==> src/rtl/vfe_pkg.sv <==
/*
 * Vector front end package
 * Widths, credit counts, RVV encodings and the request, issue and response types
 */
package vfe_pkg;

  localparam int unsigned VLEN = 256;
  localparam int unsigned VLENB = VLEN / 8;
  localparam int unsigned REQ_DEPTH = 4;
  localparam int unsigned RSP_DEPTH = 2;
  localparam int unsigned ISSUE_CREDITS = 2;

  ////////////////////
  // Encodings
  ////////////////////

  localparam logic [6:0] OPC_VEC = 7'h57;
  localparam logic [6:0] OPC_SYSTEM = 7'h73;
  localparam logic [6:0] OPC_LOADFP = 7'h07;
  localparam logic [6:0] OPC_STOREFP = 7'h27;

  localparam logic [2:0] OPIVV = 3'b000;
  localparam logic [2:0] OPMVV = 3'b010;
  localparam logic [2:0] OPIVI = 3'b011;
  localparam logic [2:0] OPIVX = 3'b100;
  localparam logic [2:0] OPMVX = 3'b110;
  localparam logic [2:0] OPCFG = 3'b111;

  // OPI space, except VMUL which lives in OPM
  localparam logic [5:0] F6_VADD = 6'b000000;
  localparam logic [5:0] F6_VSUB = 6'b000010;
  localparam logic [5:0] F6_VRSUB = 6'b000011;
  localparam logic [5:0] F6_VMINU = 6'b000100;
  localparam logic [5:0] F6_VMIN = 6'b000101;
  localparam logic [5:0] F6_VMAXU = 6'b000110;
  localparam logic [5:0] F6_VMAX = 6'b000111;
  localparam logic [5:0] F6_VAND = 6'b001001;
  localparam logic [5:0] F6_VOR = 6'b001010;
  localparam logic [5:0] F6_VXOR = 6'b001011;
  localparam logic [5:0] F6_VMV = 6'b010111;
  localparam logic [5:0] F6_VSLL = 6'b100101;
  localparam logic [5:0] F6_VSRL = 6'b101000;
  localparam logic [5:0] F6_VSRA = 6'b101001;
  localparam logic [5:0] F6_VMUL = 6'b100101;

  localparam logic [11:0] CSR_VSTART = 12'h008;
  localparam logic [11:0] CSR_VL = 12'hc20;
  localparam logic [11:0] CSR_VTYPE = 12'hc21;
  localparam logic [11:0] CSR_VLENB = 12'hc22;

  localparam logic [31:0] VTYPE_VILL = 32'h8000_0000;

  ////////////////////
  // Types
  ////////////////////

  typedef logic [31:0] xlen_t;
  typedef logic [$clog2(ISSUE_CREDITS+1)-1:0] icnt_t;
  typedef logic [$clog2(RSP_DEPTH+1)-1:0] rcnt_t;

  typedef enum logic [4:0] {
    VADD, VSUB, VRSUB, VAND, VOR, VXOR, VSLL, VSRL, VSRA,
    VMIN, VMINU, VMAX, VMAXU, VMUL, VMV, VCFG, VCSR
  } vop_e;

  typedef enum logic [1:0] {CSR_WRITE, CSR_SET, CSR_CLEAR} csr_op_e;

  typedef struct packed {
    xlen_t instr;
    xlen_t rs1;
    xlen_t rs2;
  } acc_req_t;

  typedef struct packed {
    logic [7:0] vtype;
    xlen_t      avl;
    logic       keep_vl;
  } cfg_t;

  typedef struct packed {
    logic [11:0] addr;
    csr_op_e     csr_op;
    xlen_t       operand;
  } csr_t;

  typedef struct packed {
    vop_e       op;
    logic [4:0] rd;
    logic [4:0] vd;
    logic [4:0] vs1;
    logic [4:0] vs2;
    logic       use_vs1;
    logic       use_rd;
    xlen_t      scalar;
    logic       vm;
    cfg_t       cfg;
    csr_t       csr;
    logic       illegal;
  } dec_req_t;

  typedef struct packed {
    vop_e       op;
    logic [4:0] vd;
    logic [4:0] vs1;
    logic [4:0] vs2;
    logic       use_vs1;
    xlen_t      scalar;
    logic       vm;
    xlen_t      vl;
    xlen_t      vtype;
  } vissue_t;

  typedef struct packed {
    logic [4:0] rd;
    xlen_t      data;
    logic       write;
    logic       illegal;
  } acc_rsp_t;

endpackage

==> src/rtl/vfe_controller.sv <==
/*
 * Vector front end controller
 * Holds vl, vtype and vstart, runs config and CSR ops, issues arithmetic
 */
`timescale 1ns/1ps

module vfe_controller import vfe_pkg::*; (
  input  logic     clk_i,
  input  logic     rst_i,
  input  logic     dec_valid_i,
  input  dec_req_t dec_i,
  output logic     dec_pop_o,
  output logic     issue_valid_o,
  output vissue_t  issue_o,
  input  logic     issue_credit_i,
  output logic     rsp_push_o,
  output acc_rsp_t rsp_o,
  input  logic     rsp_full_i
);

  xlen_t      vl_q;
  xlen_t      vtype_q;
  xlen_t      vstart_q;
  icnt_t      credits_q;
  logic       is_arith;
  logic [2:0] cfg_sew;
  logic [2:0] cfg_lmul;
  logic       cfg_vill;
  xlen_t      vlmax;
  xlen_t      cfg_vl;
  xlen_t      csr_old;

  ////////////////////
  // Pop and issue
  ////////////////////

  assign is_arith = (dec_i.op != VCFG) && (dec_i.op != VCSR);
  assign dec_pop_o = dec_valid_i && !rsp_full_i &&
                     (dec_i.illegal || !is_arith || credits_q != '0);
  assign issue_valid_o = dec_pop_o && is_arith && !dec_i.illegal;
  assign rsp_push_o = dec_pop_o;

  assign issue_o = '{op: dec_i.op, vd: dec_i.vd, vs1: dec_i.vs1, vs2: dec_i.vs2,
                     use_vs1: dec_i.use_vs1, scalar: dec_i.scalar, vm: dec_i.vm,
                     vl: vl_q, vtype: vtype_q};

  ////////////////////
  // Config and CSR
  ////////////////////

  assign cfg_sew  = dec_i.cfg.vtype[5:3];
  assign cfg_lmul = dec_i.cfg.vtype[2:0];
  // SEW above 64 or fractional LMUL
  assign cfg_vill = cfg_sew[2] || cfg_lmul[2];
  assign vlmax = (xlen_t'(VLEN) << cfg_lmul) >> ({1'b0, cfg_sew} + 4'd3);

  always_comb begin
    if (cfg_vill) cfg_vl = '0;
    else if (dec_i.cfg.keep_vl) cfg_vl = vl_q;
    else cfg_vl = (dec_i.cfg.avl < vlmax) ? dec_i.cfg.avl : vlmax;
  end

  always_comb begin
    case (dec_i.csr.addr)
      CSR_VSTART: csr_old = vstart_q;
      CSR_VL:     csr_old = vl_q;
      CSR_VTYPE:  csr_old = vtype_q;
      default:    csr_old = xlen_t'(VLENB);
    endcase
  end

  always_comb begin
    rsp_o.rd = dec_i.rd;
    rsp_o.write = !dec_i.illegal && dec_i.use_rd;
    rsp_o.illegal = dec_i.illegal;
    if (dec_i.illegal) rsp_o.data = '0;
    else if (dec_i.op == VCFG) rsp_o.data = cfg_vl;
    else if (dec_i.op == VCSR) rsp_o.data = csr_old;
    else rsp_o.data = '0;
  end

  always_ff @(posedge clk_i) begin
    if (rst_i) begin
      vl_q <= '0;
      vtype_q <= VTYPE_VILL;
      vstart_q <= '0;
      credits_q <= icnt_t'(ISSUE_CREDITS);
    end else begin
      credits_q <= credits_q + icnt_t'(issue_credit_i) - icnt_t'(issue_valid_o);
      if (dec_pop_o && !dec_i.illegal) begin
        case (dec_i.op)
          VCFG: begin
            vl_q <= cfg_vl;
            vtype_q <= cfg_vill ? VTYPE_VILL : xlen_t'(dec_i.cfg.vtype);
            // Every vector instruction but a CSR access restarts at element 0
            vstart_q <= '0;
          end
          VCSR: begin
            if (dec_i.csr.addr == CSR_VSTART) begin
              case (dec_i.csr.csr_op)
                CSR_SET:   vstart_q <= vstart_q | dec_i.csr.operand;
                CSR_CLEAR: vstart_q <= vstart_q & ~dec_i.csr.operand;
                default:   vstart_q <= dec_i.csr.operand;
              endcase
            end
          end
          default: vstart_q <= '0;
        endcase
      end
    end
  end

endmodule

==> src/rtl/vfe_credit_fifo.sv <==
/*
 * Credit FIFO
 * Circular buffer of any packed payload, head registered one cycle after push
 */
`timescale 1ns/1ps

module vfe_credit_fifo #(
  parameter type         payload_t = logic,
  parameter int unsigned DEPTH     = 2
) (
  input  logic     clk_i,
  input  logic     rst_i,
  input  logic     push_i,
  input  payload_t data_i,
  input  logic     pop_i,
  output payload_t data_o,
  output logic     empty_o,
  output logic     full_o
);

  typedef logic [$clog2(DEPTH)-1:0]   ptr_t;
  typedef logic [$clog2(DEPTH+1)-1:0] cnt_t;

  payload_t mem_q [DEPTH];
  ptr_t     rd_ptr_q;
  ptr_t     wr_ptr_q;
  cnt_t     count_q;

  always_ff @(posedge clk_i) begin
    if (rst_i) begin
      rd_ptr_q <= '0;
      wr_ptr_q <= '0;
      count_q <= '0;
    end else begin
      if (push_i) wr_ptr_q <= wr_ptr_q + ptr_t'(1);
      if (pop_i) rd_ptr_q <= rd_ptr_q + ptr_t'(1);
      count_q <= count_q + cnt_t'(push_i) - cnt_t'(pop_i);
    end
  end

  always_ff @(posedge clk_i) begin
    if (push_i) mem_q[wr_ptr_q] <= data_i;
  end

  assign data_o  = mem_q[rd_ptr_q];
  assign empty_o = (count_q == '0);
  assign full_o  = (count_q == cnt_t'(DEPTH));

endmodule

==> src/rtl/vfe_decoder.sv <==
/*
 * Vector instruction decoder
 * Splits an offloaded instruction into config, CSR or arithmetic fields
 */
`timescale 1ns/1ps

module vfe_decoder import vfe_pkg::*; (
  input  acc_req_t req_i,
  output dec_req_t dec_o
);

  logic [6:0]  opcode;
  logic [2:0]  funct3;
  logic [5:0]  funct6;
  logic [4:0]  rd_f;
  logic [4:0]  rs1_f;
  logic [4:0]  rs2_f;
  logic [11:0] csr_addr;
  logic        is_opm;
  logic        is_vi;
  logic        is_vv;

  assign opcode   = req_i.instr[6:0];
  assign funct3   = req_i.instr[14:12];
  assign funct6   = req_i.instr[31:26];
  assign rd_f     = req_i.instr[11:7];
  assign rs1_f    = req_i.instr[19:15];
  assign rs2_f    = req_i.instr[24:20];
  assign csr_addr = req_i.instr[31:20];
  assign is_opm   = (funct3 == OPMVV) || (funct3 == OPMVX);
  assign is_vi    = (funct3 == OPIVI);
  assign is_vv    = (funct3 == OPIVV);

  always_comb begin
    dec_o = '0;
    case (opcode)
      OPC_VEC: begin
        if (funct3 == OPCFG) begin
          dec_o.op = VCFG;
          dec_o.rd = rd_f;
          dec_o.use_rd = 1'b1;
          if (!req_i.instr[31]) begin
            dec_o.cfg.vtype = req_i.instr[27:20];
            dec_o.cfg.avl = req_i.rs1;
          end else if (req_i.instr[31:30] == 2'b11) begin
            dec_o.cfg.vtype = req_i.instr[27:20];
            dec_o.cfg.avl = xlen_t'(rs1_f);
          end else if (req_i.instr[31:25] == 7'b1000000) begin
            dec_o.cfg.vtype = req_i.rs2[7:0];
            dec_o.cfg.avl = req_i.rs1;
          end else begin
            dec_o.illegal = 1'b1;
          end
          // vsetivli takes its uimm as the AVL as is
          if (req_i.instr[31:30] != 2'b11) begin
            if (rs1_f == '0 && rd_f != '0) dec_o.cfg.avl = '1;
            dec_o.cfg.keep_vl = (rs1_f == '0) && (rd_f == '0);
          end
        end else begin
          dec_o.vd = rd_f;
          dec_o.vs2 = rs2_f;
          dec_o.vm = req_i.instr[25];
          case (funct3)
            OPIVV, OPMVV: begin
              dec_o.use_vs1 = 1'b1;
              dec_o.vs1 = rs1_f;
            end
            OPIVI: dec_o.scalar = {{27{rs1_f[4]}}, rs1_f};
            OPIVX, OPMVX: dec_o.scalar = req_i.rs1;
            default: dec_o.illegal = 1'b1;
          endcase

          if (is_opm) begin
            if (funct6 == F6_VMUL) dec_o.op = VMUL;
            else dec_o.illegal = 1'b1;
          end else begin
            case (funct6)
              F6_VADD: dec_o.op = VADD;
              F6_VSUB: begin
                dec_o.op = VSUB;
                if (is_vi) dec_o.illegal = 1'b1;
              end
              F6_VRSUB: begin
                dec_o.op = VRSUB;
                if (is_vv) dec_o.illegal = 1'b1;
              end
              F6_VMINU, F6_VMIN, F6_VMAXU, F6_VMAX: begin
                dec_o.op = (funct6 == F6_VMINU) ? VMINU :
                           (funct6 == F6_VMIN)  ? VMIN  :
                           (funct6 == F6_VMAXU) ? VMAXU : VMAX;
                if (is_vi) dec_o.illegal = 1'b1;
              end
              F6_VAND: dec_o.op = VAND;
              F6_VOR:  dec_o.op = VOR;
              F6_VXOR: dec_o.op = VXOR;
              F6_VSLL: dec_o.op = VSLL;
              F6_VSRL: dec_o.op = VSRL;
              F6_VSRA: dec_o.op = VSRA;
              // Unmasked with vs2 zero is vmv.v, anything else is vmerge
              F6_VMV: begin
                dec_o.op = VMV;
                if (!dec_o.vm || rs2_f != '0) dec_o.illegal = 1'b1;
              end
              default: dec_o.illegal = 1'b1;
            endcase
          end
        end
      end

      OPC_SYSTEM: begin
        dec_o.op = VCSR;
        dec_o.rd = rd_f;
        dec_o.use_rd = 1'b1;
        dec_o.csr.addr = csr_addr;
        dec_o.csr.operand = funct3[2] ? xlen_t'(rs1_f) : req_i.rs1;
        case (funct3[1:0])
          2'b01: dec_o.csr.csr_op = CSR_WRITE;
          2'b10: dec_o.csr.csr_op = CSR_SET;
          2'b11: dec_o.csr.csr_op = CSR_CLEAR;
          default: dec_o.illegal = 1'b1;
        endcase
        if (!(csr_addr inside {CSR_VSTART, CSR_VL, CSR_VTYPE, CSR_VLENB})) begin
          dec_o.illegal = 1'b1;
        end else if (csr_addr != CSR_VSTART && (funct3[1:0] == 2'b01 || rs1_f != '0)) begin
          // Read only CSRs
          dec_o.illegal = 1'b1;
        end
      end

      OPC_LOADFP, OPC_STOREFP: dec_o.illegal = 1'b1;

      default: dec_o.illegal = 1'b1;
    endcase
  end

endmodule

==> src/rtl/vfe_top.sv <==
/*
 * Vector front end top
 * Request queue, decoder, controller and credited response queue
 */
`timescale 1ns/1ps

module vfe_top import vfe_pkg::*; (
  input  logic     clk_i,
  input  logic     rst_i,
  input  logic     req_valid_i,
  input  acc_req_t req_i,
  output logic     req_credit_o,
  output logic     issue_valid_o,
  output vissue_t  issue_o,
  input  logic     issue_credit_i,
  output logic     rsp_valid_o,
  output acc_rsp_t rsp_o,
  input  logic     rsp_credit_i
);

  acc_req_t req_head;
  logic     req_empty;
  dec_req_t dec;
  logic     dec_pop;
  acc_rsp_t rsp_data;
  logic     rsp_push;
  logic     rsp_full;
  logic     rsp_empty;
  rcnt_t    rsp_credits_q;

  vfe_credit_fifo #(.payload_t(acc_req_t), .DEPTH(REQ_DEPTH)) u_req_q (
    .clk_i(clk_i), .rst_i(rst_i),
    .push_i(req_valid_i), .data_i(req_i), .pop_i(dec_pop),
    .data_o(req_head), .empty_o(req_empty), .full_o()
  );

  vfe_decoder u_dec (.req_i(req_head), .dec_o(dec));

  vfe_controller u_ctrl (
    .clk_i(clk_i), .rst_i(rst_i),
    .dec_valid_i(!req_empty), .dec_i(dec), .dec_pop_o(dec_pop),
    .issue_valid_o(issue_valid_o), .issue_o(issue_o), .issue_credit_i(issue_credit_i),
    .rsp_push_o(rsp_push), .rsp_o(rsp_data), .rsp_full_i(rsp_full)
  );

  vfe_credit_fifo #(.payload_t(acc_rsp_t), .DEPTH(RSP_DEPTH)) u_rsp_q (
    .clk_i(clk_i), .rst_i(rst_i),
    .push_i(rsp_push), .data_i(rsp_data), .pop_i(rsp_valid_o),
    .data_o(rsp_o), .empty_o(rsp_empty), .full_o(rsp_full)
  );

  // Core gets a request credit back per pop
  assign req_credit_o = dec_pop;

  // Response leaves only against a core credit
  assign rsp_valid_o = !rsp_empty && (rsp_credits_q != '0);

  always_ff @(posedge clk_i) begin
    if (rst_i) begin
      rsp_credits_q <= rcnt_t'(RSP_DEPTH);
    end else begin
      rsp_credits_q <= rsp_credits_q + rcnt_t'(rsp_credit_i) - rcnt_t'(rsp_valid_o);
    end
  end

endmodule

==> config.mk <==
export PLATFORM = sky130hd
export DESIGN_NAME = vfe_top
export DESIGN_NICKNAME = d
export VERILOG_FILES = /design/src/rtl/vfe_pkg.sv /design/src/rtl/vfe_controller.sv /design/src/rtl/vfe_credit_fifo.sv /design/src/rtl/vfe_decoder.sv /design/src/rtl/vfe_top.sv
export SDC_FILE = /design/constraint.sdc
export NUM_CORES = 1
export LEC_CHECK = 0
export ABC_AREA = 1
export ABC_CLOCK_PERIOD_IN_PS = 6100
export BUFFER_PORTS_ARGS = -buffer_cell sky130_fd_sc_hd__clkbuf_2
export CAP_MARGIN = 20
export CORE_UTILIZATION = 50
export DETAILED_ROUTE_END_ITERATION = 6
export GPL_TIMING_DRIVEN = 0
export PLACE_DENSITY_LB_ADDON = 0.25
export REMOVE_ABC_BUFFERS = 1
export SLEW_MARGIN = 5
export SYNTH_ARGS = -nofsm -noshare
export SYNTH_HDL_FRONTEND = slang
export SYNTH_SLANG_ARGS = --single-unit
==> constraint.sdc <==
create_clock -name clk_i -period 6.1 [get_ports clk_i]
set_input_delay 0.305 -clock clk_i [delete_from_list [all_inputs] [get_ports clk_i]]
set_output_delay 0.305 -clock clk_i [all_outputs]
set_load 0.005 [all_outputs]
Yosys cells after proc, flatten, opt, wreduce, memory -nomap -nowiden
Memory sizes are Yosys's and may differ from the RTL's. A register that Yosys moved wholly into a read port is not among the register bits.
Cells that the tools add are included.
- bits in writable memories: 462
- word-level logic and storage cells: 179
- bits in registers: 111
- memories: 2
- output and inout bits: 160
- mux-type cells: 61
- shift operators: 2
- reduce and logical (&&, ||, !) cells: 44
- eq/ne operators: 42
- bitwise operators: 3
- $add $sub $neg: 13
- $lt $le $gt $ge: 1
- memories (name ; depth ; width ; read ports ; clocked after Yosys merged registers in ; wr ports ; RTL line ; RTL):
    u_req_q.mem_q ; 4 ; 96 ; 1 ; 1 ; 1 ; vfe_credit_fifo.sv:24 ; payload_t mem_q [DEPTH];
    u_rsp_q.mem_q ; 2 ; 39 ; 1 ; 1 ; 1 ; vfe_credit_fifo.sv:24 ;
- operators with widths (cell ; number):
    $mux 32 ; 11
    $pmux 32 s2 ; 2
    $mux 40 ; 3
    $pmux 32 s3 ; 1
    $mux 74 ; 1
    $mux 33 ; 2
    $eq 12x12->1 const B ; 5
    $pmux 5 s10 ; 1
    $mux 46 ; 1
    $mux 41 ; 1
    $and 32x32->32 ; 1
    $lt 32x32->1 ; 1
    $mux 16 ; 2
    $not 32->32 ; 1
    $or 32x32->32 ; 1
    $shl 9x3->32 const A ; 1
    $shr 32x4->32 ; 1
    $mux 5 ; 6
    $eq 12x4->1 const B ; 2
    $eq 6x3->1 const B ; 4
    $eq 7x7->1 const B ; 3
    $mux 1 ; 21
    $pmux 10 s2 ; 1
    $eq 6x4->1 const B ; 3
    42 further kinds ; 90

Logic depth before layout (Yosys ltp)
- depth in word-level cells: 17
- mapped depth: 35

Hierarchy
Synthesis repeated with hierarchy kept, for this count alone.
- cells, all modules: 2836
- area, all modules: 27511.4 sq um
- modules (own cells, without submodules) (module ; cells each ; area an instance (sq um) ; instances ; seq. area each (sq um)):
    vfe_credit_fifo at u_req_q ; 1176 ; 15942.8 ; 1 ; 11711.2
    vfe_controller ; 1030 ; 6391.1 ; 1 ; 1501.4
    vfe_credit_fifo at u_rsp_q ; 152 ; 3084.2 ; 1 ; 2442.3
    vfe_decoder ; 458 ; 1964.4 ; 1 ; 0.0
    vfe_top ; 20 ; 128.9 ; 1 ; 40.0

Worst setup path before layout
OpenSTA, ideal clock, no wires.
- kind: register to register
- start point: reg (tool-made name)
- end point: mem u_rsp_q.mem_q[1][0] in the netlist's numbering, enable pin
- arrival: 3.783 ns
- required time: 5.663 ns
- library setup time: 0.437 ns
- slack: 1.880 ns
- cell stages (with the launch flop): 16
- cells stage by stage: dfxtp_1 -> buf_6 -> inv_6 -> buf_6 -> buf_6 -> buf_6 -> buf_4 -> buf_2 -> nand3_1 -> nand3_1 -> nand2_1 -> nor4_2 -> inv_1 -> nand4_1 -> nand2_1 -> nor2_1
- RTL lines (element ; RTL line):
    end: declaration ; vfe_credit_fifo.sv:24

==> results.ini <==
[run_status]
status=completed

[grt]
grt_max_degree=137
grtUsageTotal=0.259
grt_pass1_vias=16083
grt_pass1_wl_um=89900
antenna_found_initial=3
gr-total-overflow=0

[cells_and_area]
fin_nets=2618
multiInputGateArea_sq_mm=0.00771
fin_util=0.592
fill_cells=3784
syn_to_final_growth_pct=16.9
drive_gt1_frac=0.185
finalNonFillerCells=3120
ff_latch_area_sq_mm=0.0128

[sta]
fin_hold_ws_ns=0.0736
min_period_ns=5.64
max_freq_ghz=0.177
maxSlewHeadroom=0.315
setup_slack_ns=0.456
tightest_slew_ns=1.02
drv_slew=0
hold_viol=0
min_period_over_period=0.925
rsz0062_at_grt=no
finClkSkew_ns=0.0319
finalSetupViolCount=0

[worst_setup_path]
crit_path_start_kind=register
cp_max_fo=61
crit_arrival_ns=5.94
path_depth=29
required_ns=6.40
setup.worst_path.end=u_rsp_q.mem_q[0][6]$_DFFE_PP_
cp_num_buf_inv=9
slowest_stage=dfxtp_4
crit_path_end_kind=register
reg2reg_to=u_rsp_q.mem_q[0][6]$_DFFE_PP_
r2r_cells=29
critPathMaxStageDelay_ns=0.36
crit_family=simple AND/OR/NAND/NOR gates
critPathMostFrequentCell=nor2_1
crit_type=reg -> reg
r2r_setup_slack_ns=0.46

[power_and_ir_drop]
p_per_area_mw_per_mm2=399
power.internal_uw=6680
p_leak_uw=0.00988
p_switching_uw=3740
finalPower_uw=10400
vdd_ir_drop_max_uv=252
p_sw_frac=0.359
pwr-share-seq=0.376
p_clk_frac=0.279
p_comb_frac=0.345

[logic_synthesis]
synth.area.top_cells=edfxtp_1 49%, dfxtp_1 8.1%, nand2_1 6.2%
synth_compound_area_frac=0.141
yosysTopAreaCell=edfxtp_1
yosysUniqueCellTypes=61
synth_ff_type=edfxtp_1
synth_top_area_share=0.492
synth_mux_area_frac=0.0196
syn-instance-count=2298
syn-mean-instance-area_sq_um=9.73
seq_area_frac_synth=0.573
synth_edf_count=366
synthTopCellsByCount=370 x nand2_1, 366 x edfxtp_1, 240 x nor2_1
synth_top_family_by_area=simple AND/OR/NAND/NOR gates
syn_area_sq_mm=0.0224
ys_async_sr_fraction=0
synth_simple_gate_area_frac=0.160
ys_ff_latch=457
synth-adder-area-share=0.0154
synth_most_common_cell=nand2_1
yosysWarnings=0
synth_xor_xnor_area_share=0.00157

[floorplanning]
initial_core_util=0.507
num_io_pins=261
num_rows=77
die_area_sq_mm=0.0456
fp.dieW_um=213
die_h_um=213
core_sq_mm=0.0441

[placement]
gp_congestion=0.897
placedCellCount=2944
portBuffers=213
place_ws_ns=-0.638
hpwl_um=40200

[hold_path]
hold_path_class=in -> reg

[detailed_routing]
drt_iter0_markers=1628
drtPass1Iterations=5
via_per_inst=5.63
num_vias=17572
drtAntennaViolNets=0
totalWireLength_um=61000
drc=0
routedWlPerCell_um=19.5

[clock_network]
clk_latency_ns=0.60
cts_sinks=457
clk_pin_slew_ns=0.06
clockBufferDepth=3
cts_tree=done
cts-root-buf=clkbuf_16
cts-buffers-inserted=46
htreeDepth=2

[job]
drv_cap=0

## worst min path at each step
stage,to,cells after the start,from,slack [ns]
2_1_floorplan,u_ctrl.vl_q[10]$_SDFFE_PP0P_,1,rst_i,0.37
3_3_place_gp,u_rsp_q.rd_ptr_q$_SDFFE_PP0P_,1,u_rsp_q.rd_ptr_q$_SDFFE_PP0P_,0.44
3_5_place_dp,register,1,u_rsp_q.rd_ptr_q$_SDFFE_PP0P_,0.44
4_1_cts,rsp_credits_q[0]$_SDFF_PP0_,4,rsp_credit_i,0.06
5_1_grt,rsp_credits_q[0]$_SDFF_PP0_,4,rsp_credit_i,0.11
6_report,rsp_credits_q[0]$_SDFF_PP0_,4,rsp_credit_i,0.07
## routing by layer
metal | vias to the layer above | share of wire | global-route usage
met5 | - | 0 | 0
met4 | 0 | 0.032 | 0.103
met3 | 120 | 0.074 | 0.0379
met2 | 758 | 0.45 | 0.405
met1 | 8386 | 0.44 | 0.363
li1 | 8308 | - | -
## logic make-up (layout without fill, tap and decap cells)
kind of cell / after synthesis / in the layout
adder cells (fa/ha/maj): 27 / 27
buffers and inverters: 405 / 609
other: 1 / 26
XOR/XNOR: 4 / 4
multiplexers: 39 / 39
flip-flops: 457 / 457
AND/OR/NAND/NOR: 818 / 818
AO/OA/AOI/OAI: 547 / 548
## repair_timing
item	4_1_cts	5_1_grt
gates cloned	1	3
setup endpoints to repair	40	41
hold endpoints to repair	288	0
pin swaps	1	3
hold buffers	72	0
buffers inserted	0	12
resized for setup	7	5
## tightest hold or removal path, cell delays in order
cell and delay (ns):
clkbuf_2 0.09, ha_1 0.12, inv_1 0.03, nor2_1 0.06
## power by group through the flow
stage               combinational, uW  clock [uW]  sequential (uW)
finish                           3600        2900             3920
global route                     3960        3060             3960
CTS                              3460        2950             3950
detailed placement               3370           0             4010
global placement                 3010           0             4200
floorplan                        2030           0             4070
## metrics by stage
stage                TNS, ns  cell area, sq um
CTS                        0             25900
floorplan            -359.56             21200
detailed placement     -8.39             23600
global placement    -1765.75             23000
global route               0             26100
finish                     0             26100
## cell type report
class                           instances  share of cell area
Antenna cell                            3            0.000287
Clock buffer                           59              0.0479
Clock inverter                         24              0.0115
Inverter                              204              0.0310
Multi-Input combinational cell       1459               0.295
Sequential cell                       457               0.491
Tap cell                              592              0.0284
Timing Repair Buffer                  321              0.0945
Timing Repair inverter                  1            0.000431
## cells in the final DEF (no fill, tap or decap), types with 6 or more instances in the layout
| cell | n |
|---|---|
| a211oi_1 | 21 |
| a21oi_1 | 178 |
| a221oi_1 | 6 |
| a22oi_1 | 11 |
| a32oi_1 | 9 |
| buf_12 | 6 |
| buf_16 | 13 |
| buf_4 | 10 |
| bufinv_16 | 6 |
| clkbuf_1 | 8 |
| clkbuf_16 | 47 |
| clkbuf_2 | 213 |
| clkinv_2 | 8 |
| conb_1 | 23 |
| dfxtp_1 | 88 |
| dlygate4sd3_1 | 72 |
| edfxtp_1 | 366 |
| ha_1 | 26 |
| inv_1 | 181 |
| inv_2 | 15 |
| mux2_2 | 39 |
| nand2_1 | 369 |
| nand2_2 | 18 |
| nand3_1 | 113 |
| nand3_2 | 16 |
| nor2_1 | 233 |
| nor2_4 | 8 |
| nor3_1 | 29 |
| o211ai_1 | 8 |
| o21a_1 | 17 |
| o21ai_0 | 169 |
| o21ai_1 | 33 |
| o22ai_1 | 65 |
## state kept, by name, summed over array words and instances, names as in the netlist, named ones only
register          flops
u_ctrl.credits_q      2
u_ctrl.vl_q          32
u_req_q.wr_ptr_q      2
u_req_q.mem_q       288
u_rsp_q.count_q       2
u_req_q.rd_ptr_q      2
u_ctrl.vtype_q        9
rsp_credits_q         2
u_rsp_q.mem_q        78
u_rsp_q.wr_ptr_q      1
u_rsp_q.rd_ptr_q      1
u_req_q.count_q       3
u_ctrl.vstart_q      32
Power figures use the tool's default switching activity.
